## src/common/game_defines.svh

```systemverilog
`ifndef GAME_DEFINES_SVH
`define GAME_DEFINES_SVH

// Key and led word width
`define GAME_KEY_W 4

// ROM address and round counter width
`define GAME_ADDR_W 4

// Tick counter width, wide enough for the timeout
`define GAME_TICK_W 6

// Rounds per game for each level
`define GAME_SHORT_ROUNDS 4
`define GAME_LONG_ROUNDS 16

// Cycles per shown entry
`define GAME_SHOW_TICKS 8
// Idle cycles in play before a timed loss
`define GAME_TIMEOUT_TICKS 40

// APB bus widths
`define GAME_APB_ADDR_W 8
`define GAME_APB_DATA_W 32

// Register byte addresses
`define GAME_REG_CTRL 8'h00
`define GAME_REG_STATUS 8'h04

`endif

```

## src/common/game_cfg_pkg.sv

```systemverilog
`default_nettype none

`include "game_defines.svh"

package game_cfg_pkg;

    // Level bits as written through CTRL[2:1]
    typedef struct packed {
        logic longGame;
        logic timed;
    } gameCfg_t;

    // Phase seen by software
    typedef enum logic [1:0] {
        IDLE,
        SHOW,
        PLAY,
        DONE
    } gamePhase_t;

    // STATUS word, low bits of prdata
    typedef struct packed {
        gamePhase_t             phase;
        // Current round minus one
        logic [`GAME_ADDR_W-1:0] round;
        logic                   won;
        logic                   lost;
    } gameStatus_t;

endpackage

`default_nettype wire

```

## src/common/game_play_pkg.sv

```systemverilog
`default_nettype none

`include "game_defines.svh"

package game_play_pkg;

    // Commands from controller to datapath
    typedef struct packed {
        // Address counter
        logic clrAddr;
        logic incAddr;
        // Round counter
        logic clrRound;
        logic incRound;
        // Tick counter for show time and timeout
        logic clrTick;
        logic incTick;
        // Latch level bits
        logic loadCfg;
        // Capture key on press
        logic armKey;
        // Drive ROM entry onto led
        logic showLed;
    } dpCtrl_t;

    // Flags from datapath back to controller
    typedef struct packed {
        // Rising edge of any key
        logic                  keyPressed;
        // Registered key equals ROM entry
        logic                  keyCorrect;
        // Address has reached current round
        logic                  addrIsRound;
        // Final round of the level
        logic                  lastRound;
        // Entry held long enough
        logic                  showDone;
        logic                  timeout;
        // Latched timed level
        logic                  timed;
        logic [`GAME_KEY_W-1:0] romKey;
    } dpCond_t;

endpackage

`default_nettype wire

```

## src/game/game_control.sv

```systemverilog
`timescale 1ns/1ps
`default_nettype none

`include "game_defines.svh"

module game_control (
    input  wire logic                     clock,
    input  wire logic                     rst,
    input  wire logic                     start,
    input  wire game_cfg_pkg::gameCfg_t   cfg,
    input  wire game_play_pkg::dpCond_t   cond,
    output game_play_pkg::dpCtrl_t        ctrl,
    output game_cfg_pkg::gameStatus_t     status,
    output logic                          playing,
    output logic                          gameOver
);
    import game_cfg_pkg::*;

    typedef enum logic [2:0] {
        sIdle,
        sShow,
        sGap,
        sPlay,
        sJudge,
        sNextRound,
        sDone
    } ctrlState_t;

    ctrlState_t              state;
    ctrlState_t              nextState;
    logic                    toPlay;
    logic                    won;
    logic                    lost;
    logic                    setWon;
    logic                    setLost;
    logic                    accept;
    logic [`GAME_ADDR_W-1:0] round;

    // Start taken only between games
    assign accept = start && ((state == sIdle) || (state == sDone));

    always_comb begin
        nextState = state;
        ctrl      = '0;
        setWon    = 1'b0;
        setLost   = 1'b0;
        case (state)
            sIdle, sDone: begin
                // Park address at zero so the first ROM read is ready
                ctrl.clrAddr = 1'b1;
                if (accept) begin
                    ctrl.clrRound = 1'b1;
                    ctrl.clrTick  = 1'b1;
                    ctrl.loadCfg  = 1'b1;
                    nextState     = sShow;
                end
            end
            sShow: begin
                ctrl.showLed = 1'b1;
                if (cond.showDone) begin
                    ctrl.clrTick = 1'b1;
                    // Last entry of the round rewinds for play
                    if (cond.addrIsRound) begin
                        ctrl.clrAddr = 1'b1;
                    end else begin
                        ctrl.incAddr = 1'b1;
                    end
                    nextState = sGap;
                end else begin
                    ctrl.incTick = 1'b1;
                end
            end
            sGap: begin
                // Blank cycle, ROM reads the new address
                ctrl.clrTick = 1'b1;
                nextState    = toPlay ? sPlay : sShow;
            end
            sPlay: begin
                ctrl.armKey = 1'b1;
                if (cond.keyPressed) begin
                    ctrl.clrTick = 1'b1;
                    nextState    = sJudge;
                end else if (cond.timed && cond.timeout) begin
                    setLost   = 1'b1;
                    nextState = sDone;
                end else if (cond.timed) begin
                    ctrl.incTick = 1'b1;
                end
            end
            sJudge: begin
                ctrl.clrTick = 1'b1;
                if (!cond.keyCorrect) begin
                    setLost   = 1'b1;
                    nextState = sDone;
                end else if (cond.addrIsRound && cond.lastRound) begin
                    setWon    = 1'b1;
                    nextState = sDone;
                end else if (cond.addrIsRound) begin
                    // Clear early so show starts on entry zero
                    ctrl.clrAddr = 1'b1;
                    nextState    = sNextRound;
                end else begin
                    ctrl.incAddr = 1'b1;
                    nextState    = sPlay;
                end
            end
            sNextRound: begin
                ctrl.incRound = 1'b1;
                nextState     = sShow;
            end
            default: begin
                nextState = sIdle;
            end
        endcase
    end

    always_ff @(posedge clock) begin
        if (rst) begin
            state  <= sIdle;
            toPlay <= 1'b0;
            won    <= 1'b0;
            lost   <= 1'b0;
            round  <= '0;
        end else begin
            state <= nextState;
            // Remember whether the gap leads into play
            if (state == sShow && cond.showDone) begin
                toPlay <= cond.addrIsRound;
            end
            if (accept) begin
                won   <= 1'b0;
                lost  <= 1'b0;
                round <= '0;
            end else begin
                won  <= won || setWon;
                lost <= lost || setLost;
                if (state == sNextRound) begin
                    round <= round + 1'b1;
                end
            end
        end
    end

    // Phase as software sees it
    always_comb begin
        case (state)
            sIdle:                    status.phase = IDLE;
            sShow, sGap, sNextRound:  status.phase = SHOW;
            sPlay, sJudge:            status.phase = PLAY;
            default:                  status.phase = DONE;
        endcase
        status.round = round;
        status.won   = won;
        status.lost  = lost;
    end

    assign playing  = (status.phase == SHOW) || (status.phase == PLAY);
    assign gameOver = (state == sDone);

    // A game ends with one result only
    wonLostExclusive: assert property (
        @(posedge clock) disable iff (rst) !(won && lost)
    );

    addrNoClashCmd: assert property (
        @(posedge clock) disable iff (rst) !(ctrl.clrAddr && ctrl.incAddr)
    );

    // Datapath holds the timed level written with start
    timedLatchedAtStart: assert property (
        @(posedge clock) disable iff (rst)
        ctrl.loadCfg |=> (cond.timed == $past(cfg.timed))
    );

endmodule

`default_nettype wire

```

## src/game/game_datapath.sv

```systemverilog
`timescale 1ns/1ps
`default_nettype none

`include "game_defines.svh"

module game_datapath (
    input  wire logic                   clock,
    input  wire logic                   rst,
    input  wire logic [`GAME_KEY_W-1:0] chaves,
    input  wire game_cfg_pkg::gameCfg_t cfg,
    input  wire game_play_pkg::dpCtrl_t ctrl,
    output game_play_pkg::dpCond_t      cond,
    output logic      [`GAME_KEY_W-1:0] led
);
    import game_cfg_pkg::*;

    // Round limits for each level
    localparam logic [`GAME_ADDR_W-1:0] lastShort = `GAME_ADDR_W'(`GAME_SHORT_ROUNDS - 1);
    localparam logic [`GAME_ADDR_W-1:0] lastLong  = `GAME_ADDR_W'(`GAME_LONG_ROUNDS - 1);
    localparam logic [`GAME_TICK_W-1:0] showLimit = `GAME_TICK_W'(`GAME_SHOW_TICKS - 1);
    localparam logic [`GAME_TICK_W-1:0] timeLimit = `GAME_TICK_W'(`GAME_TIMEOUT_TICKS - 1);

    gameCfg_t               levelCfg;
    logic                   anyKey;
    logic                   anyKeyD;
    logic                   keyEdge;
    logic [`GAME_KEY_W-1:0] keyReg;
    logic [`GAME_KEY_W-1:0] romKey;
    logic [`GAME_ADDR_W-1:0] addr;
    logic [`GAME_ADDR_W-1:0] round;
    logic [`GAME_TICK_W-1:0] tick;

    // OR of the keys
    assign anyKey = |chaves;

    // Level bits held for the whole game
    always_ff @(posedge clock) begin
        if (rst) begin
            levelCfg <= '0;
        end else if (ctrl.loadCfg) begin
            levelCfg <= cfg;
        end
    end

    // Edge detector on any key
    always_ff @(posedge clock) begin
        if (rst) begin
            anyKeyD <= 1'b0;
        end else begin
            anyKeyD <= anyKey;
        end
    end

    assign keyEdge = anyKey && !anyKeyD;

    // Key register, loads on the press edge only in play
    always_ff @(posedge clock) begin
        if (rst) begin
            keyReg <= '0;
        end else if (ctrl.armKey && keyEdge) begin
            keyReg <= chaves;
        end
    end

    // Address counter, clear wins
    always_ff @(posedge clock) begin
        if (rst || ctrl.clrAddr) begin
            addr <= '0;
        end else if (ctrl.incAddr) begin
            addr <= addr + 1'b1;
        end
    end

    // Round counter holds round minus one
    always_ff @(posedge clock) begin
        if (rst || ctrl.clrRound) begin
            round <= '0;
        end else if (ctrl.incRound) begin
            round <= round + 1'b1;
        end
    end

    // Shared tick counter
    always_ff @(posedge clock) begin
        if (rst || ctrl.clrTick) begin
            tick <= '0;
        end else if (ctrl.incTick) begin
            tick <= tick + 1'b1;
        end
    end

    sequence_rom uRom (
        .clock   ( clock  ),
        .address ( addr   ),
        .data    ( romKey )
    );

    // Comparators and flags
    always_comb begin
        cond.keyPressed  = keyEdge;
        cond.keyCorrect  = (keyReg == romKey);
        cond.addrIsRound = (addr == round);
        cond.lastRound   = (round == (levelCfg.longGame ? lastLong : lastShort));
        cond.showDone    = (tick == showLimit);
        cond.timeout     = (tick == timeLimit);
        cond.timed       = levelCfg.timed;
        cond.romKey      = romKey;
    end

    // Dark unless an entry is on display
    assign led = ctrl.showLed ? romKey : '0;

endmodule

`default_nettype wire

```

## src/game/sequence_rom.sv

```systemverilog
`timescale 1ns/1ps
`default_nettype none

`include "game_defines.svh"

module sequence_rom (
    input  wire logic                    clock,
    input  wire logic [`GAME_ADDR_W-1:0] address,
    output logic      [`GAME_KEY_W-1:0]  data
);

    // Entry i sets bit (3i+1) mod 4, so the pattern repeats every four
    always_ff @(posedge clock) begin
        case (address)
            4'd0:    data <= 4'b0010;
            4'd1:    data <= 4'b0001;
            4'd2:    data <= 4'b1000;
            4'd3:    data <= 4'b0100;
            4'd4:    data <= 4'b0010;
            4'd5:    data <= 4'b0001;
            4'd6:    data <= 4'b1000;
            4'd7:    data <= 4'b0100;
            4'd8:    data <= 4'b0010;
            4'd9:    data <= 4'b0001;
            4'd10:   data <= 4'b1000;
            4'd11:   data <= 4'b0100;
            4'd12:   data <= 4'b0010;
            4'd13:   data <= 4'b0001;
            4'd14:   data <= 4'b1000;
            4'd15:   data <= 4'b0100;
            default: data <= 4'b0010;
        endcase
    end

    // Any valid address yields a single key one cycle later
    romOneHot: assert property (
        @(posedge clock) !$isunknown(address) |=> $onehot(data)
    );

endmodule

`default_nettype wire

```

## src/game_apb_regs.sv

```systemverilog
`timescale 1ns/1ps
`default_nettype none

`include "game_defines.svh"

module game_apb_regs (
    input  wire logic                        clock,
    input  wire logic                        rst,
    input  wire logic [`GAME_APB_ADDR_W-1:0] paddr,
    input  wire logic                        psel,
    input  wire logic                        penable,
    input  wire logic                        pwrite,
    input  wire logic [`GAME_APB_DATA_W-1:0] pwdata,
    output logic      [`GAME_APB_DATA_W-1:0] prdata,
    output logic                             pready,
    output logic                             pslverr,
    input  wire game_cfg_pkg::gameStatus_t   status,
    output game_cfg_pkg::gameCfg_t           cfg,
    output logic                             start
);
    import game_cfg_pkg::*;

    logic access;
    logic isCtrl;
    logic isStatus;
    logic wrCtrl;
    logic canStart;

    // Access phase of a transfer
    assign access = psel && penable;

    // Address decode
    assign isCtrl   = (paddr == `GAME_REG_CTRL);
    assign isStatus = (paddr == `GAME_REG_STATUS);

    // Writes to STATUS are dropped silently
    assign wrCtrl = access && pwrite && isCtrl;

    // Start only from a finished or fresh game
    assign canStart = (status.phase == IDLE) || (status.phase == DONE);

    // No wait states
    assign pready = 1'b1;

    // Unmapped address
    assign pslverr = access && !(isCtrl || isStatus);

    // Level bits and one-cycle start
    always_ff @(posedge clock) begin
        if (rst) begin
            cfg   <= '0;
            start <= 1'b0;
        end else begin
            start <= wrCtrl && pwdata[0] && canStart;
            if (wrCtrl) begin
                cfg <= gameCfg_t'(pwdata[2:1]);
            end
        end
    end

    // Read mux, zero for anything unmapped
    always_comb begin
        prdata = '0;
        if (access && !pwrite) begin
            if (isStatus) begin
                prdata[$bits(gameStatus_t)-1:0] = status;
            end else if (isCtrl) begin
                // Level bits read back in place
                prdata[2:1] = cfg;
            end
        end
    end

    // Access phase always follows a selected setup
    apbEnableNeedsSel: assert property (
        @(posedge clock) disable iff (rst) penable |-> psel
    );

endmodule

`default_nettype wire

```

## src/game_top.sv

```systemverilog
`timescale 1ns/1ps
`default_nettype none

`include "game_defines.svh"

module game_top (
    input  wire logic                        clock,
    input  wire logic                        rst,
    input  wire logic [`GAME_APB_ADDR_W-1:0] paddr,
    input  wire logic                        psel,
    input  wire logic                        penable,
    input  wire logic                        pwrite,
    input  wire logic [`GAME_APB_DATA_W-1:0] pwdata,
    output logic      [`GAME_APB_DATA_W-1:0] prdata,
    output logic                             pready,
    output logic                             pslverr,
    input  wire logic [`GAME_KEY_W-1:0]      chaves,
    output logic      [`GAME_KEY_W-1:0]      led,
    output logic                             playing,
    output logic                             gameOver
);
    import game_cfg_pkg::*;
    import game_play_pkg::*;

    gameCfg_t    cfg;
    gameStatus_t status;
    dpCtrl_t     ctrl;
    dpCond_t     cond;
    logic        start;

    // Register block on APB
    game_apb_regs uRegs (
        .clock   ( clock   ),
        .rst     ( rst     ),
        .paddr   ( paddr   ),
        .psel    ( psel    ),
        .penable ( penable ),
        .pwrite  ( pwrite  ),
        .pwdata  ( pwdata  ),
        .prdata  ( prdata  ),
        .pready  ( pready  ),
        .pslverr ( pslverr ),
        .status  ( status  ),
        .cfg     ( cfg     ),
        .start   ( start   )
    );

    // Game FSM
    game_control uControl (
        .clock    ( clock    ),
        .rst      ( rst      ),
        .start    ( start    ),
        .cfg      ( cfg      ),
        .cond     ( cond     ),
        .ctrl     ( ctrl     ),
        .status   ( status   ),
        .playing  ( playing  ),
        .gameOver ( gameOver )
    );

    // Counters, key capture and ROM
    game_datapath uDatapath (
        .clock  ( clock  ),
        .rst    ( rst    ),
        .chaves ( chaves ),
        .cfg    ( cfg    ),
        .ctrl   ( ctrl   ),
        .cond   ( cond   ),
        .led    ( led    )
    );

endmodule

`default_nettype wire

```

## config.mk

```make
export PLATFORM = sky130hd
export DESIGN_NAME = game_top
export DESIGN_NICKNAME = d
export VERILOG_FILES = /design/src/common/game_cfg_pkg.sv /design/src/common/game_play_pkg.sv /design/src/game/game_control.sv /design/src/game/game_datapath.sv /design/src/game/sequence_rom.sv /design/src/game_apb_regs.sv /design/src/game_top.sv
export VERILOG_INCLUDE_DIRS = /design/src /design/src/common
export SDC_FILE = /design/constraint.sdc
export NUM_CORES = 1
export LEC_CHECK = 0
export BUFFER_PORTS_ARGS = -buffer_cell sky130_fd_sc_hd__buf_2
export CAP_MARGIN = 10
export CORE_MARGIN = 1
export CORE_UTILIZATION = 44
export CTS_BUF_LIST = sky130_fd_sc_hd__clkbuf_4
export DETAILED_ROUTE_END_ITERATION = 10
export HOLD_SLACK_MARGIN = 0.12
export PLACE_DENSITY = 0.73
export SLEW_MARGIN = 20
export SYNTH_ARGS = -nofsm -noshare
export SYNTH_HDL_FRONTEND = slang
export SYNTH_HIERARCHICAL = 1
export SYNTH_SLANG_ARGS = --single-unit
```

## constraint.sdc

```tcl
create_clock -name clock -period 8 [get_ports clock]
set_input_delay 2.4 -clock clock [delete_from_list [all_inputs] [get_ports clock]]
set_output_delay 2.4 -clock clock [all_outputs]
set_load 0.01 [all_outputs]
```

======== Yosys cells after proc, flatten, opt, wreduce, memory -nomap -nowiden ========
Memories as Yosys holds them, arrays and structs flattened. A register that Yosys moved wholly into a read port is not among the register bits.
Index checks and enable logic that the tools add are counted.
word-level totals
  register bits ........................... 34
  bits in latches ......................... 0
  bits in writable memories ............... 0
  ROM bits ................................ 64
  output and inout port bits .............. 40
  memories ................................ 1
memories
  name              depth  width  rd ports  clocked after memory_dff  write ports  line                RTL
  (name not given)  16     4      1         1                         0            sequence_rom.sv:14  case (address)
operators by class
  $add $sub $neg .......................... 4
  multiply operators ...................... 0
  divide/modulo/power cells ............... 0
  order comparisons ....................... 0
  equality and inequality tests ........... 18
  shift-type cells ........................ 0
  muxes and demuxes ....................... 44
  bitwise logic cells ..................... 0
  reduce and logical (&&, ||, !) cells .... 35
operator list
  operator             number
  $mux 3               7
  $mux 1               20
  $pmux 3 s6           1
  $logic_and 1x1->1    13
  $add 4x1->4 const B  3
  $eq 4x4->1           3
  $mux 2               6
  $eq 3x3->1 const B   3
  $logic_or 1x1->1     9
  $eq 8x3->1 const B   1
  $logic_not 8->1      1
  $mux 4               2
  $mux 8               1
  $reduce_or 2->1      4
  $add 6x1->6 const B  1
  $eq 3x2->1 const B   2
  $eq 6x3->1 const B   1
  $eq 6x6->1 const B   1
  $pmux 1 s2           3
  $pmux 2 s3           1
  $mux 5               1
  $eq 2x2->1 const B   2
  $ne 2x1->1 const B   2
  $pmux 1 s4           1
  other kinds (10)     12

======== Logic depth before layout (Yosys ltp) ========
Gate-level depths: netlist (run 1).
  depth after elaboration ................. 7
  gate-level depth with buffers ........... 10
  mapped depth without buffers ............ 9

======== Modules after synthesis ========
Netlist (run 1), hierarchy kept.
modules (own cells, without submodules)
  module         times used  cells each  area an instance (µm²)  seq. area each (µm²)
  game_datapath  1           107         994.7                   420.4
  game_control   1           98          719.4                   200.2
  game_apb_regs  1           57          484.2                   60.1
  sequence_rom   1           8           106.4                   80.1

======== Worst setup path before layout (run 1) ========
OpenSTA, ideal clock, no wires.
  kind .................................... input-to-output
  start ................................... in paddr[4]
  end ..................................... out prdata[0]
  arrival time ............................ 3.172 ns
  data required time ...................... 5.600 ns
  setup slack ............................. 2.428 ns
  stages .................................. 3
  cell sequence ........................... nor4_4 -> and4_2 -> and2_1
between the ends
  cells in the longest elaborated chain, start to end .. 3
RTL lines
  element               line                 RTL
  start: declaration    game_top.sv:9        input wire logic [`GAME_APB_ADDR_W-1:0] paddr,
  $eq 8x3->1 (no line)  --
  $mux 1                game_apb_regs.sv:65  if (isStatus) begin
  $mux 8                game_apb_regs.sv:64  if (access && !pwrite) begin
  end: declaration      game_top.sv:14       output logic [`GAME_APB_DATA_W-1:0] prdata,
Every way passes these cells.

======== Worst setup path in the final report (run 1) ========
  start ................................... in paddr[4]
  end ..................................... out prdata[3]
between the ends
  cells in the longest elaborated chain, start to end .. 3
RTL lines
  element               line
  $eq 8x3->1 (no line)  --
  $mux 5                game_apb_regs.sv:65
  $mux 8                game_apb_regs.sv:64
Every way passes these cells.

==> metrics.txt, run 1 <==
# TYPE chip_impl_metric gauge
chip_impl_info{name="outcome",value="complete, no violations"} 1
chip_impl_metric{name="antenna_cells",unit=""} 0
chip_impl_metric{name="maxCapViolCount",unit=""} 0
chip_impl_metric{name="switching_share",unit="%"} 23.9
chip_impl_metric{name="critPathArrivalTime",unit="ns"} 3.47
chip_impl_info{name="clock_tree_from_tritoncts",value="done"} 1
chip_impl_metric{name="dr.pass1.iters",unit=""} 4
chip_impl_metric{name="synthesis.yosys.warnings",unit=""} 6
chip_impl_metric{name="synthesis.instances",unit=""} 270
chip_impl_metric{name="portBuffers",unit=""} 34
chip_impl_metric{name="rows",unit=""} 25
chip_impl_metric{name="netlist.area_leader.share",unit="%"} 33.0
chip_impl_info{name="worstHoldStart",value="uControl/won"} 1
chip_impl_info{name="rsz0062_at_grt",value="no"} 1
chip_impl_metric{name="worst-slew-pin-transition",unit="ns"} 0.982
chip_impl_metric{name="power_frac_clock",unit="%"} 31.5
chip_impl_metric{name="route.vias.total",unit=""} 1805
chip_impl_metric{name="drive_above_1_share",unit="%"} 17.9
chip_impl_metric{name="synth_xor_xnor_area_share",unit="%"} 8.74
chip_impl_metric{name="critical_path_peak_fanout",unit=""} 6
chip_impl_metric{name="grtUsageTotal",unit="%"} 17.1
chip_impl_metric{name="dp.final_hpwl",unit="um"} 3250
chip_impl_metric{name="reg2reg_slack",unit="ns"} 5.30
chip_impl_metric{name="cts_hold_repair.buffers",unit=""} 0
chip_impl_info{name="criticalPathCategory",value="input pin to output port"} 1
chip_impl_metric{name="power.density",unit="nW/um2"} 126
chip_impl_metric{name="core_area",unit="um2"} 4880
chip_impl_info{name="synth_top_family_by_area",value="simple AND/OR/NAND/NOR gates"} 1
chip_impl_metric{name="drt-total-wl",unit="um"} 4320
chip_impl_metric{name="synth_edf_count",unit=""} 0
chip_impl_metric{name="die_height",unit="um"} 74.4
chip_impl_metric{name="cts_resized",unit=""} 0
chip_impl_metric{name="slew_violations",unit=""} 0
chip_impl_info{name="synth_area_leaders",value="dfxtp_1 33%, buf_4 10%, xor2_1 6.8%"} 1
chip_impl_metric{name="highest_attainable_clock_frequency",unit="GHz"} 0.170
chip_impl_metric{name="timing.final.ws_setup",unit="ns"} 2.13
chip_impl_metric{name="synth_async_sr_flop_share",unit="%"} 0
chip_impl_metric{name="yosys_register_bits",unit=""} 38
chip_impl_metric{name="setup_viol",unit=""} 0
chip_impl_metric{name="grt_start_max_net_pins",unit=""} 27
chip_impl_metric{name="synthToLayoutAreaGrowth",unit="%"} 5.10
chip_impl_info{name="ctsRootBufferMaster",value="clkbuf_4"} 1
chip_impl_metric{name="starting_drt_drc_count",unit=""} 177
chip_impl_metric{name="gpl.final_weighted_congestion",unit=""} 0.767
chip_impl_metric{name="whs_path_depth",unit=""} 2
chip_impl_metric{name="netlist-cell-type-count",unit=""} 47
chip_impl_info{name="synth_ff_type",value="dfxtp_1"} 1
chip_impl_metric{name="cts_setup_buffers",unit=""} 0
chip_impl_metric{name="power_report.internal_total",unit="mW"} 0.232
chip_impl_info{name="rr_startpoint",value="uDatapath/keyReg[0]"} 1
chip_impl_metric{name="hold_violations",unit=""} 0
chip_impl_metric{name="die_area",unit="um2"} 5530
chip_impl_metric{name="routed_via_density",unit=""} 4.97
chip_impl_info{name="endpoint_kind",value="output port"} 1
chip_impl_metric{name="final.period_utilization",unit="%"} 73.4
chip_impl_info{name="worst_setup_path_endpoint",value="prdata[3]"} 1
chip_impl_metric{name="initial_utilization",unit="%"} 47.2
chip_impl_metric{name="route.antenna.remaining_nets",unit=""} 0
chip_impl_metric{name="period_needed",unit="ns"} 5.87
chip_impl_metric{name="grt_pass1_wl",unit="um"} 7300
chip_impl_metric{name="synth_area_per_cell",unit="um2"} 8.54
chip_impl_metric{name="preCtsSetupSlack",unit="ns"} 2.11
chip_impl_info{name="path_type_of_the_worst_min_delay_path",value="register to register"} 1
chip_impl_info{name="critical_path_source",value="paddr[4]"} 1
chip_impl_info{name="cp_startpoint_kind",value="input pin"} 1
chip_impl_metric{name="initial_antenna_violation_count",unit=""} 0
chip_impl_metric{name="cts_sinks",unit=""} 38
chip_impl_metric{name="pwr-share-comb",unit="%"} 6.3
chip_impl_metric{name="power.leakage",unit="nW"} 1.06
chip_impl_metric{name="route.detailed.drc",unit=""} 0
chip_impl_metric{name="seq_power_share",unit="%"} 62.2
chip_impl_metric{name="seq_area_frac_synth",unit="%"} 33.0
chip_impl_metric{name="die_x",unit="um"} 74.4
chip_impl_metric{name="max-slew-margin-rel",unit="%"} 33.9
chip_impl_metric{name="grt_pass1_vias",unit=""} 1662
chip_impl_metric{name="worst_case_reg_to_reg_path_depth",unit=""} 8
chip_impl_metric{name="share_of_the_synthesized_area_in_compound_gates_ao_oa_aoi_oai",unit="%"} 8.52
chip_impl_metric{name="routedWlPerCell",unit="um"} 11.9
chip_impl_metric{name="finish.net_count",unit=""} 348
chip_impl_metric{name="clk_pin_slew_worst_paths",unit="ns"} 0.11
chip_impl_metric{name="cts_made_buffers",unit=""} 5
chip_impl_metric{name="critical_path_required",unit="ns"} 5.60
chip_impl_metric{name="skew",unit="ns"} 0.00664
chip_impl_metric{name="p_switching",unit="mW"} 0.0728
chip_impl_metric{name="yosys-mux-area-fraction",unit="%"} 4.78
chip_impl_metric{name="irDropWorstVdd",unit="mV"} 0.0893
chip_impl_metric{name="bufs_on_longest_clock_path",unit=""} 2
chip_impl_metric{name="io_pins",unit=""} 89
chip_impl_metric{name="clk_latency",unit="ns"} 0.33
chip_impl_info{name="crit-reg2reg-capture",value="uDatapath/addr[3]"} 1
chip_impl_info{name="synth.largest_area_cell",value="dfxtp_1"} 1
chip_impl_metric{name="yosys.area_share.simple",unit="%"} 29.6
chip_impl_metric{name="yosys.area_share.adder",unit="%"} 2.17
chip_impl_metric{name="synth_area",unit="um2"} 2300
chip_impl_metric{name="htree_num_levels",unit=""} 2
chip_impl_metric{name="gr-total-overflow",unit=""} 0
chip_impl_metric{name="setup_tns",unit="ns"} 0
chip_impl_metric{name="hold_ws",unit="ns"} 0.503
==> through the flow <==
| stage | area (um2) | total power [mW] | std cells | utilization (%) |
|---|---|---|---|---|
| after detailed placement | 2370 | 0.213 | 355 | 48.5 |
| after CTS | 2420 | 0.308 | 363 | 49.6 |
| after global placement | 2370 | 0.213 | 355 | 48.5 |
| after global routing | 2420 | 0.321 | 363 | 49.6 |
| final | 2420 | 0.305 | 363 | 49.6 |
| after floorplan | 2390 | 0.214 | 293 | - |
==> sequential cells by signal, summed over array words and instances, names as in the netlist <==
register / cells
uDatapath/tick: 6
uControl/round: 4
uDatapath/addr: 4
uDatapath/keyReg: 4
uDatapath/round: 4
uDatapath/uRom/data: 4
uControl/state: 3
uRegs/cfg: 2
uControl/lost: 1
uControl/toPlay: 1
uControl/won: 1
uDatapath/anyKeyD: 1
uDatapath/cond: 1
uDatapath/levelCfg: 1
uRegs/start: 1
==> cells in the mapped netlist, types with 3 or more instances <==
| cell | n |
|---|---|
| nor4_1 | 3 |
| nand2b_1 | 7 |
| and2_1 | 11 |
| nor2_1 | 28 |
| xnor2_1 | 5 |
| nor2b_1 | 6 |
| nand4_1 | 4 |
| buf_2 | 5 |
| nand3_1 | 4 |
| mux2i_1 | 11 |
| o21ai_0 | 6 |
| nor3_1 | 10 |
| inv_1 | 5 |
| buf_4 | 31 |
| a21oi_1 | 13 |
| xor2_1 | 18 |
| nand3b_1 | 3 |
| nand2_1 | 19 |
| ha_1 | 4 |
| dfxtp_1 | 38 |
==> cells by family (layout without fill, tap and decap cells) <==
kind of cell | after synthesis | after routing
and+or+nand+nor | 116 | 116
AOI/OAI and AO/OA | 32 | 32
xor gates and xnor gates | 23 | 23
muxes | 11 | 11
buffers and inverters | 44 | 47
DFF | 38 | 38
adders and majority gates | 4 | 4
other | 2 | 25
==> worst min-delay path by stage <==
stage | slack [ns] | endpoint
floorplan | 0.44 | uControl/lost
detailed placement | 0.49 | uControl/toPlay
finish | 0.50 | uControl/won
global route | 0.52 | uDatapath/keyReg[1]
CTS | 0.51 | uControl/won
global placement | 0.47 | uControl/won
==> critical path, stage by stage <==
cell    delay (ns)
buf_2         0.11
nor4_4        0.36
and4_2        0.34
and2_1        0.14
buf_2         0.12
==> area by class of cell <==
type	instances	area, um2
sequential	38	761
tap	67	83.8
fill	509	2460
clock inverter	2	8.76
clock buffer	6	45.0
multi-input combinational	211	1340
inverter	5	18.8
timing repair buffer	34	170
==> power by group through the flow <==
stage	sequential, mW	clock (mW)	combinational, mW
final	0.190	0.0959	0.0194
after CTS	0.190	0.0990	0.0193
after floorplan	0.194	0	0.0203
after global placement	0.194	0	0.0189
after detailed placement	0.194	0	0.0193
after global routing	0.190	0.109	0.0220
==> cell usage in the layout (no fill, tap or decap), types with 4 or more instances in the layout <==
cell,instances
nand4_1,4
o21ai_0,6
nor2_1,28
nor2b_1,6
a21oi_1,13
nand3_1,4
and2_1,11
xnor2_1,5
nand2_1,19
inv_1,5
xor2_1,18
conb_1,25
buf_2,34
ha_1,4
clkbuf_4,6
mux2i_1,11
nor3_1,10
nand2b_1,7
dfxtp_1,38
==> metal layers <==
| layer | vias to the layer above | GRT usage (%) | routed length, um |
|---|---|---|---|
| met4 | 0 | 5.03 | 47 |
| met2 | 45 | 29.4 | 2020 |
| met1 | 843 | 21.5 | 2040 |
| li1 | 913 | - | - |
| met5 | - | 0 | 0 |
| met3 | 4 | 3.66 | 208 |
Note: power is estimated with default switching activity, not from simulation.
==> run 2: changes to the inputs <==
Settings changed: PLACE_DENSITY 0.73 to 0.76.
Clock period 8 ns to 4.7 ns, I/O delays scaled along.
==> metrics.txt, run 2 (synthesis results as in run 1) <==
# TYPE chip_impl_metric gauge
chip_impl_metric{name="final.period_utilization",unit="%"} 82.3
chip_impl_info{name="critical_path.most_common_cell",value="buf_2"} 1
chip_impl_metric{name="route.detailed.drc",unit=""} 0
chip_impl_metric{name="grtUsageTotal",unit="%"} 16.4
chip_impl_metric{name="critPathArrivalTime",unit="ns"} 2.46
chip_impl_metric{name="grt_start_max_net_pins",unit=""} 27
chip_impl_metric{name="worst-slew-pin-transition",unit="ns"} 0.988
chip_impl_metric{name="antenna_cells",unit=""} 0
chip_impl_info{name="outcome",value="complete, no violations"} 1
chip_impl_metric{name="grt_pass1_vias",unit=""} 1573
chip_impl_metric{name="clk_pin_slew_worst_paths",unit="ns"} 0.10
chip_impl_info{name="slowest_stage",value="nor4_4"} 1
chip_impl_metric{name="buf_inv_stages_crit_path",unit=""} 2
chip_impl_info{name="crit-reg2reg-capture",value="uDatapath/addr[3]"} 1
chip_impl_metric{name="power.leakage",unit="nW"} 1.06
chip_impl_info{name="path_type_of_the_worst_min_delay_path",value="register to register"} 1
chip_impl_metric{name="drt-total-wl",unit="um"} 4130
chip_impl_metric{name="bufs_on_longest_clock_path",unit=""} 2
chip_impl_metric{name="initial_utilization",unit="%"} 47.2
chip_impl_metric{name="post_route_insts_no_fill",unit=""} 362
chip_impl_metric{name="cts_resized",unit=""} 0
chip_impl_metric{name="power.density",unit="nW/um2"} 216
chip_impl_metric{name="power_report.internal_total",unit="mW"} 0.401
chip_impl_info{name="endpoint_kind",value="output port"} 1
chip_impl_info{name="layout_common_cells",value="38 x dfxtp_1, 34 x buf_2, 28 x nor2_1, 25 x conb_1, 19 x nand2_1"} 1
chip_impl_metric{name="irDropWorstVdd",unit="mV"} 0.116
chip_impl_metric{name="gpl.final_weighted_congestion",unit=""} 0.820
chip_impl_metric{name="route.vias.total",unit=""} 1826
chip_impl_metric{name="maxCapViolCount",unit=""} 0
chip_impl_metric{name="seq_power_share",unit="%"} 61.7
chip_impl_metric{name="core_area",unit="um2"} 4880
chip_impl_metric{name="io_pins",unit=""} 89
chip_impl_metric{name="reg2reg_slack",unit="ns"} 2.00
chip_impl_info{name="timing.critical_path.cells",value="buf_2 -> nor4_4 -> and4_2 -> and2_1 -> buf_2"} 1
chip_impl_info{name="clock_tree_from_tritoncts",value="done"} 1
chip_impl_info{name="rr_startpoint",value="uDatapath/keyReg[0]"} 1
chip_impl_metric{name="max-slew-margin-rel",unit="%"} 33.5
chip_impl_info{name="ctsRootBufferMaster",value="clkbuf_4"} 1
chip_impl_metric{name="die_area",unit="um2"} 5530
chip_impl_info{name="criticalPathCategory",value="input pin to output port"} 1
chip_impl_metric{name="critical_path_peak_fanout",unit=""} 6
chip_impl_metric{name="num-fill-cells",unit=""} 473
chip_impl_metric{name="slew_violations",unit=""} 0
chip_impl_metric{name="route.antenna.remaining_nets",unit=""} 0
chip_impl_metric{name="max_reg_flops",unit=""} 6
chip_impl_metric{name="htree_num_levels",unit=""} 2
chip_impl_metric{name="preCtsSetupSlack",unit="ns"} 0.806
chip_impl_metric{name="worst_case_reg_to_reg_path_depth",unit=""} 8
chip_impl_info{name="timing.critical_path.max_delay_family",value="simple AND/OR/NAND/NOR gates"} 1
chip_impl_metric{name="routedWlPerCell",unit="um"} 11.4
chip_impl_metric{name="dp.final_hpwl",unit="um"} 3160
chip_impl_metric{name="initial_antenna_violation_count",unit=""} 0
chip_impl_metric{name="highest_attainable_clock_frequency",unit="GHz"} 0.258
chip_impl_metric{name="synthToLayoutAreaGrowth",unit="%"} 5.05
chip_impl_info{name="largest-register",value="uDatapath/tick"} 1
chip_impl_metric{name="timing.critical_path.slowest_cell_delay",unit="ns"} 0.34
chip_impl_metric{name="cts_hold_repair.buffers",unit=""} 0
chip_impl_metric{name="starting_drt_drc_count",unit=""} 77
chip_impl_metric{name="portBuffers",unit=""} 34
chip_impl_metric{name="power_frac_clock",unit="%"} 32.0
chip_impl_metric{name="skew",unit="ns"} 0.00885
chip_impl_metric{name="switching_share",unit="%"} 23.3
chip_impl_metric{name="finish.net_count",unit=""} 348
chip_impl_metric{name="p_switching",unit="mW"} 0.122
chip_impl_metric{name="dr.pass1.iters",unit=""} 4
chip_impl_metric{name="cts_setup_buffers",unit=""} 0
chip_impl_metric{name="gr-total-overflow",unit=""} 0
chip_impl_info{name="worstHoldStart",value="uControl/won"} 1
chip_impl_info{name="rsz0062_at_grt",value="no"} 1
chip_impl_metric{name="design_power_total",unit="mW"} 0.523
chip_impl_info{name="capture_endpoint_of_the_worst_hold_path",value="uControl/won"} 1
chip_impl_metric{name="drive_above_1_share",unit="%"} 18.0
chip_impl_metric{name="rows",unit=""} 25
chip_impl_metric{name="whs_path_depth",unit=""} 2
chip_impl_metric{name="hold_violations",unit=""} 0
chip_impl_metric{name="pwr-share-comb",unit="%"} 6.3
chip_impl_metric{name="timing.final.ws_setup",unit="ns"} 0.831
chip_impl_metric{name="placed_cells",unit=""} 355
chip_impl_metric{name="die_height",unit="um"} 74.4
chip_impl_metric{name="grt_pass1_wl",unit="um"} 6930
chip_impl_metric{name="setup_viol",unit=""} 0
chip_impl_metric{name="die_x",unit="um"} 74.4
chip_impl_metric{name="cts_sinks",unit=""} 38
chip_impl_metric{name="period_needed",unit="ns"} 3.87
chip_impl_metric{name="cts_made_buffers",unit=""} 5
chip_impl_metric{name="clk_latency",unit="ns"} 0.34
chip_impl_info{name="most_frequent_standard_cell_in_the_layout_excluding_fill_and_tap_cells",value="dfxtp_1"} 1
chip_impl_info{name="cp_startpoint_kind",value="input pin"} 1
chip_impl_metric{name="setup_tns",unit="ns"} 0
chip_impl_metric{name="critical_path_required",unit="ns"} 3.29
chip_impl_metric{name="routed_via_density",unit=""} 5.04
## run 2: changes by cell type in the layout (fill, tap and decap cells not counted)
cell	previous run	this run
clkbuf_4	6	7
clkinv_1	1	0
clkinv_2	1	0
## run 2: per-stage QoR
step,hold slack (ns),util [%],area (um2)
2_1_floorplan,0.441,-,2390
3_3_place_gp,0.452,48.5,2370
3_5_place_dp,0.463,48.5,2370
4_1_cts,0.489,49.6,2420
5_1_grt,0.516,49.6,2420
6_report,0.483,49.6,2420
## run 2: layer usage
| metal | part of all wire (%) | GRT usage, % |
|---|---|---|
| met1 | 47 | 20.9 |
| met2 | 46 | 26.9 |
| met3 | 5.2 | 3.25 |
| met4 | 1.3 | 6.92 |
| met5 | 0 | 0 |
## run 2: power groups by stage
stage,clock (mW),sequential (mW),combinational (mW)
5_1_grt,0.189,0.323,0.0373
3_5_place_dp,0,0.330,0.0325
2_1_floorplan,0,0.330,0.0346
3_3_place_gp,0,0.330,0.0321
4_1_cts,0.174,0.323,0.0326
6_report,0.167,0.323,0.0328
## run 2: cell type report
cell class / instances / area [um2] / area share [%]
timing repair buffer: 34 / 170 / 7.03
clock buffer: 7 / 52.6 / 2.17
sequential: 38 / 761 / 31.4
tap: 67 / 83.8 / 3.46
inverter: 5 / 18.8 / 0.775
multi-input combinational: 211 / 1340 / 55.1
## run 2: worst max-delay path by stage
stage              from  depth (start not counted)         to
2_1_floorplan  paddr[4]                          3  prdata[0]
3_3_place_gp   paddr[4]                          5  prdata[3]
3_5_place_dp   paddr[4]                          5  prdata[3]
4_1_cts        paddr[4]                          5  prdata[3]
5_1_grt        paddr[4]                          5  prdata[5]
6_report       paddr[4]                          5  prdata[3]
## run 2: worst register-to-register path, stage by stage (launching register included)
cell      delay, ns
dfxtp_1        0.33
xor2_1         0.16
nor4_1         0.60
inv_1          0.15
or2_2          0.32
a211oi_1       0.54
nand4_1        0.21
xor2_1         0.20
nor3_1         0.12
==> run 3: changes to the inputs <==
Settings changed: ABC_AREA set to 1, PLACE_DENSITY 0.76 to 0.72.
Clock period 4.7 ns to 4 ns, I/O delays scaled along.
==> metrics.txt, run 3 <==
# TYPE chip_impl_metric gauge
chip_impl_info{name="outcome",value="complete, no violations"} 1
chip_impl_metric{name="power_frac_clock",unit="%"} 27.6
chip_impl_metric{name="maxCapViolCount",unit=""} 0
chip_impl_metric{name="die_height",unit="um"} 76.2
chip_impl_info{name="most_frequent_standard_cell_in_the_layout_excluding_fill_and_tap_cells",value="nand2_1"} 1
chip_impl_metric{name="synthesis.instances",unit=""} 373
chip_impl_metric{name="synth_async_sr_flop_share",unit="%"} 0
chip_impl_info{name="layout_common_cells",value="83 x nand2_1, 58 x inv_1, 54 x nor2_1, 38 x dfxtp_1, 34 x buf_2"} 1
chip_impl_metric{name="grt_pass1_vias",unit=""} 1918
chip_impl_metric{name="power.density",unit="nW/um2"} 441
chip_impl_metric{name="io_pins",unit=""} 89
chip_impl_info{name="cp_startpoint_kind",value="input pin"} 1
chip_impl_metric{name="seq_area_frac_synth",unit="%"} 31.4
chip_impl_info{name="slowest_stage",value="nor2_4"} 1
chip_impl_metric{name="preCtsSetupSlack",unit="ns"} 0.718
chip_impl_metric{name="yosys-mux-area-fraction",unit="%"} 0
chip_impl_metric{name="grt_pass1_wl",unit="um"} 7820
chip_impl_metric{name="worst-slew-pin-transition",unit="ns"} 0.770
chip_impl_metric{name="grt_start_max_net_pins",unit=""} 13
chip_impl_metric{name="bufs_on_longest_clock_path",unit=""} 2
chip_impl_metric{name="core_area",unit="um2"} 5200
chip_impl_metric{name="period_needed",unit="ns"} 3.27
chip_impl_metric{name="cts_resized",unit=""} 0
chip_impl_info{name="synth.largest_area_cell",value="dfxtp_1"} 1
chip_impl_info{name="rsz0062_at_grt",value="no"} 1
chip_impl_metric{name="cts_setup_buffers",unit=""} 0
chip_impl_metric{name="num-fill-cells",unit=""} 535
chip_impl_metric{name="netlist-cell-type-count",unit=""} 32
chip_impl_info{name="endpoint_kind",value="output port"} 1
chip_impl_metric{name="routed_via_density",unit=""} 4.53
chip_impl_metric{name="die_area",unit="um2"} 5800
chip_impl_metric{name="yosys.area_share.simple",unit="%"} 36.3
chip_impl_metric{name="power.leakage",unit="nW"} 1.27
chip_impl_metric{name="final.period_utilization",unit="%"} 81.8
chip_impl_metric{name="htree_num_levels",unit=""} 2
chip_impl_info{name="timing.critical_path.cells",value="buf_2 -> nor2_1 -> nand2_1 -> nor2_4 -> nand2_1 -> a21oi_1 -> buf_2"} 1
chip_impl_metric{name="clk_latency",unit="ns"} 0.35
chip_impl_info{name="synth_ff_type",value="dfxtp_1"} 1
chip_impl_metric{name="pwr-share-comb",unit="%"} 33.8
chip_impl_metric{name="drt-total-wl",unit="um"} 4530
chip_impl_info{name="synth.most_common_cell",value="nand2_1"} 1
chip_impl_metric{name="die_x",unit="um"} 76.2
chip_impl_metric{name="skew",unit="ns"} 0.00839
chip_impl_metric{name="slew_violations",unit=""} 0
chip_impl_metric{name="max-slew-margin-rel",unit="%"} 48.5
chip_impl_metric{name="portBuffers",unit=""} 34
chip_impl_info{name="synth_top_family_by_area",value="simple AND/OR/NAND/NOR gates"} 1
chip_impl_metric{name="yosys_register_bits",unit=""} 38
chip_impl_metric{name="cts_sinks",unit=""} 38
chip_impl_metric{name="grtUsageTotal",unit="%"} 16.5
chip_impl_metric{name="hold_ws",unit="ns"} 0.478
chip_impl_metric{name="finish.net_count",unit=""} 459
chip_impl_metric{name="max_reg_flops",unit=""} 6
chip_impl_metric{name="critPathArrivalTime",unit="ns"} 2.07
chip_impl_metric{name="share_of_the_synthesized_area_in_compound_gates_ao_oa_aoi_oai",unit="%"} 7.96
chip_impl_metric{name="rows",unit=""} 26
chip_impl_metric{name="synth_edf_count",unit=""} 0
chip_impl_metric{name="synthToLayoutAreaGrowth",unit="%"} 8.79
chip_impl_metric{name="cts_made_buffers",unit=""} 5
chip_impl_metric{name="synthesis.yosys.warnings",unit=""} 6
chip_impl_metric{name="timing.final.ws_setup",unit="ns"} 0.726
chip_impl_info{name="criticalPathCategory",value="input pin to output port"} 1
chip_impl_metric{name="seq_power_share",unit="%"} 38.6
chip_impl_metric{name="antenna_cells",unit=""} 0
chip_impl_metric{name="yosys.area_share.adder",unit="%"} 2.07
chip_impl_metric{name="synth_area_per_cell",unit="um2"} 6.49
chip_impl_metric{name="cts_hold_repair.buffers",unit=""} 0
chip_impl_metric{name="switching_share",unit="%"} 37.5
chip_impl_metric{name="setup_viol",unit=""} 0
chip_impl_metric{name="gpl.final_weighted_congestion",unit=""} 0.848
chip_impl_metric{name="route.vias.total",unit=""} 2161
chip_impl_metric{name="power_report.internal_total",unit="mW"} 0.726
chip_impl_metric{name="p_switching",unit="mW"} 0.435
chip_impl_metric{name="initial_antenna_violation_count",unit=""} 0
chip_impl_metric{name="dr.pass1.iters",unit=""} 4
chip_impl_metric{name="critical_path_peak_fanout",unit=""} 8
chip_impl_metric{name="gr-total-overflow",unit=""} 0
chip_impl_info{name="ctsRootBufferMaster",value="clkbuf_4"} 1
chip_impl_metric{name="route.antenna.remaining_nets",unit=""} 0
chip_impl_metric{name="hold_violations",unit=""} 0
chip_impl_metric{name="dp.final_hpwl",unit="um"} 3620
chip_impl_metric{name="netlist.area_leader.share",unit="%"} 31.4
chip_impl_info{name="clock_tree_from_tritoncts",value="done"} 1
chip_impl_metric{name="critical_path_required",unit="ns"} 2.80
chip_impl_metric{name="highest_attainable_clock_frequency",unit="GHz"} 0.305
chip_impl_metric{name="design_power_total",unit="mW"} 1.16
chip_impl_metric{name="clk_pin_slew_worst_paths",unit="ns"} 0.11
chip_impl_metric{name="drive_above_1_share",unit="%"} 17.7
chip_impl_metric{name="reg2reg_slack",unit="ns"} 1.54
chip_impl_metric{name="route.detailed.drc",unit=""} 0
chip_impl_metric{name="initial_utilization",unit="%"} 46.5
chip_impl_info{name="synth.cells.most_frequent",value="83 x nand2_1, 58 x inv_1, 54 x nor2_1, 38 x dfxtp_1, 31 x buf_4"} 1
chip_impl_metric{name="starting_drt_drc_count",unit=""} 121
chip_impl_metric{name="synth_area",unit="um2"} 2420
chip_impl_metric{name="routedWlPerCell",unit="um"} 9.49
chip_impl_metric{name="timing.critical_path.slowest_cell_delay",unit="ns"} 0.20
chip_impl_metric{name="setup_tns",unit="ns"} 0
chip_impl_info{name="synth_area_leaders",value="dfxtp_1 31%, nand2_1 13%, buf_4 9.6%"} 1
chip_impl_metric{name="synth_xor_xnor_area_share",unit="%"} 2.53
chip_impl_info{name="path_type_of_the_worst_min_delay_path",value="register to register"} 1
chip_impl_metric{name="irDropWorstVdd",unit="mV"} 0.183
chip_impl_info{name="largest-register",value="uDatapath/tick"} 1
chip_impl_metric{name="post_route_core_utilization",unit="%"} 50.6
## run 3: per-layer routing
layer	global-route usage [%]	up-vias	wire length [um]	part of all wire, %
li1	-	1174	-	-
met1	20.2	929	2200	49
met2	27.3	49	2040	45
met3	3.59	9	192	4.2
met4	8.46	0	93	2.1
met5	0	-	0	0
## run 3: cell type report
class | instances | area (um2) | area share [%]
clock buffers | 5 | 37.5 | 1.43
inverters | 63 | 236 | 8.98
well taps | 70 | 87.6 | 3.33
clock inverters | 3 | 63.8 | 2.42
multi-input cells | 264 | 1280 | 48.5
flip-flops and latches | 38 | 761 | 28.9
repair buffers | 34 | 170 | 6.46
## run 3: cell families after synthesis
logic type / after synthesis
fa+ha+maj: 4
compound gates: 33
flops: 38
other cells: 2
buf+inv: 94
xor+xnor: 7
simple gates: 195
## run 3: stage by stage
stage,instance area (um2),std cells
global route,2630,477
finish,2630,477
floorplan,2510,396
global placement,2530,469
CTS,2630,477
detailed placement,2530,469
## run 3: worst max-delay path, delay by kind of cell
| kind | cells | cell delay, ns |
|---|---|---|
| AND/OR/NAND/NOR | 4 | 0.48 |
| buffers and inverters | 2 | 0.25 |
| AO/OA/AOI/OAI | 1 | 0.15 |
## run 3: power groups by stage
stage | combinational, mW | sequential (mW) | clock [mW]
2_1_floorplan | 0.341 | 0.437 | 0
3_3_place_gp | 0.383 | 0.455 | 0
3_5_place_dp | 0.389 | 0.456 | 0
4_1_cts | 0.390 | 0.448 | 0.329
5_1_grt | 0.453 | 0.453 | 0.342
6_report | 0.392 | 0.448 | 0.320
## run 3: path summary, 6_finish.rpt
path	start	end	cells after the start
worst max-delay path	paddr[7]	prdata[2]	7
worst min-delay path	uControl/toPlay	uControl/toPlay	2
worst max register to register	uControl/state[1]	uDatapath/tick[4]	9
worst min register to register	uControl/toPlay	uControl/toPlay	2
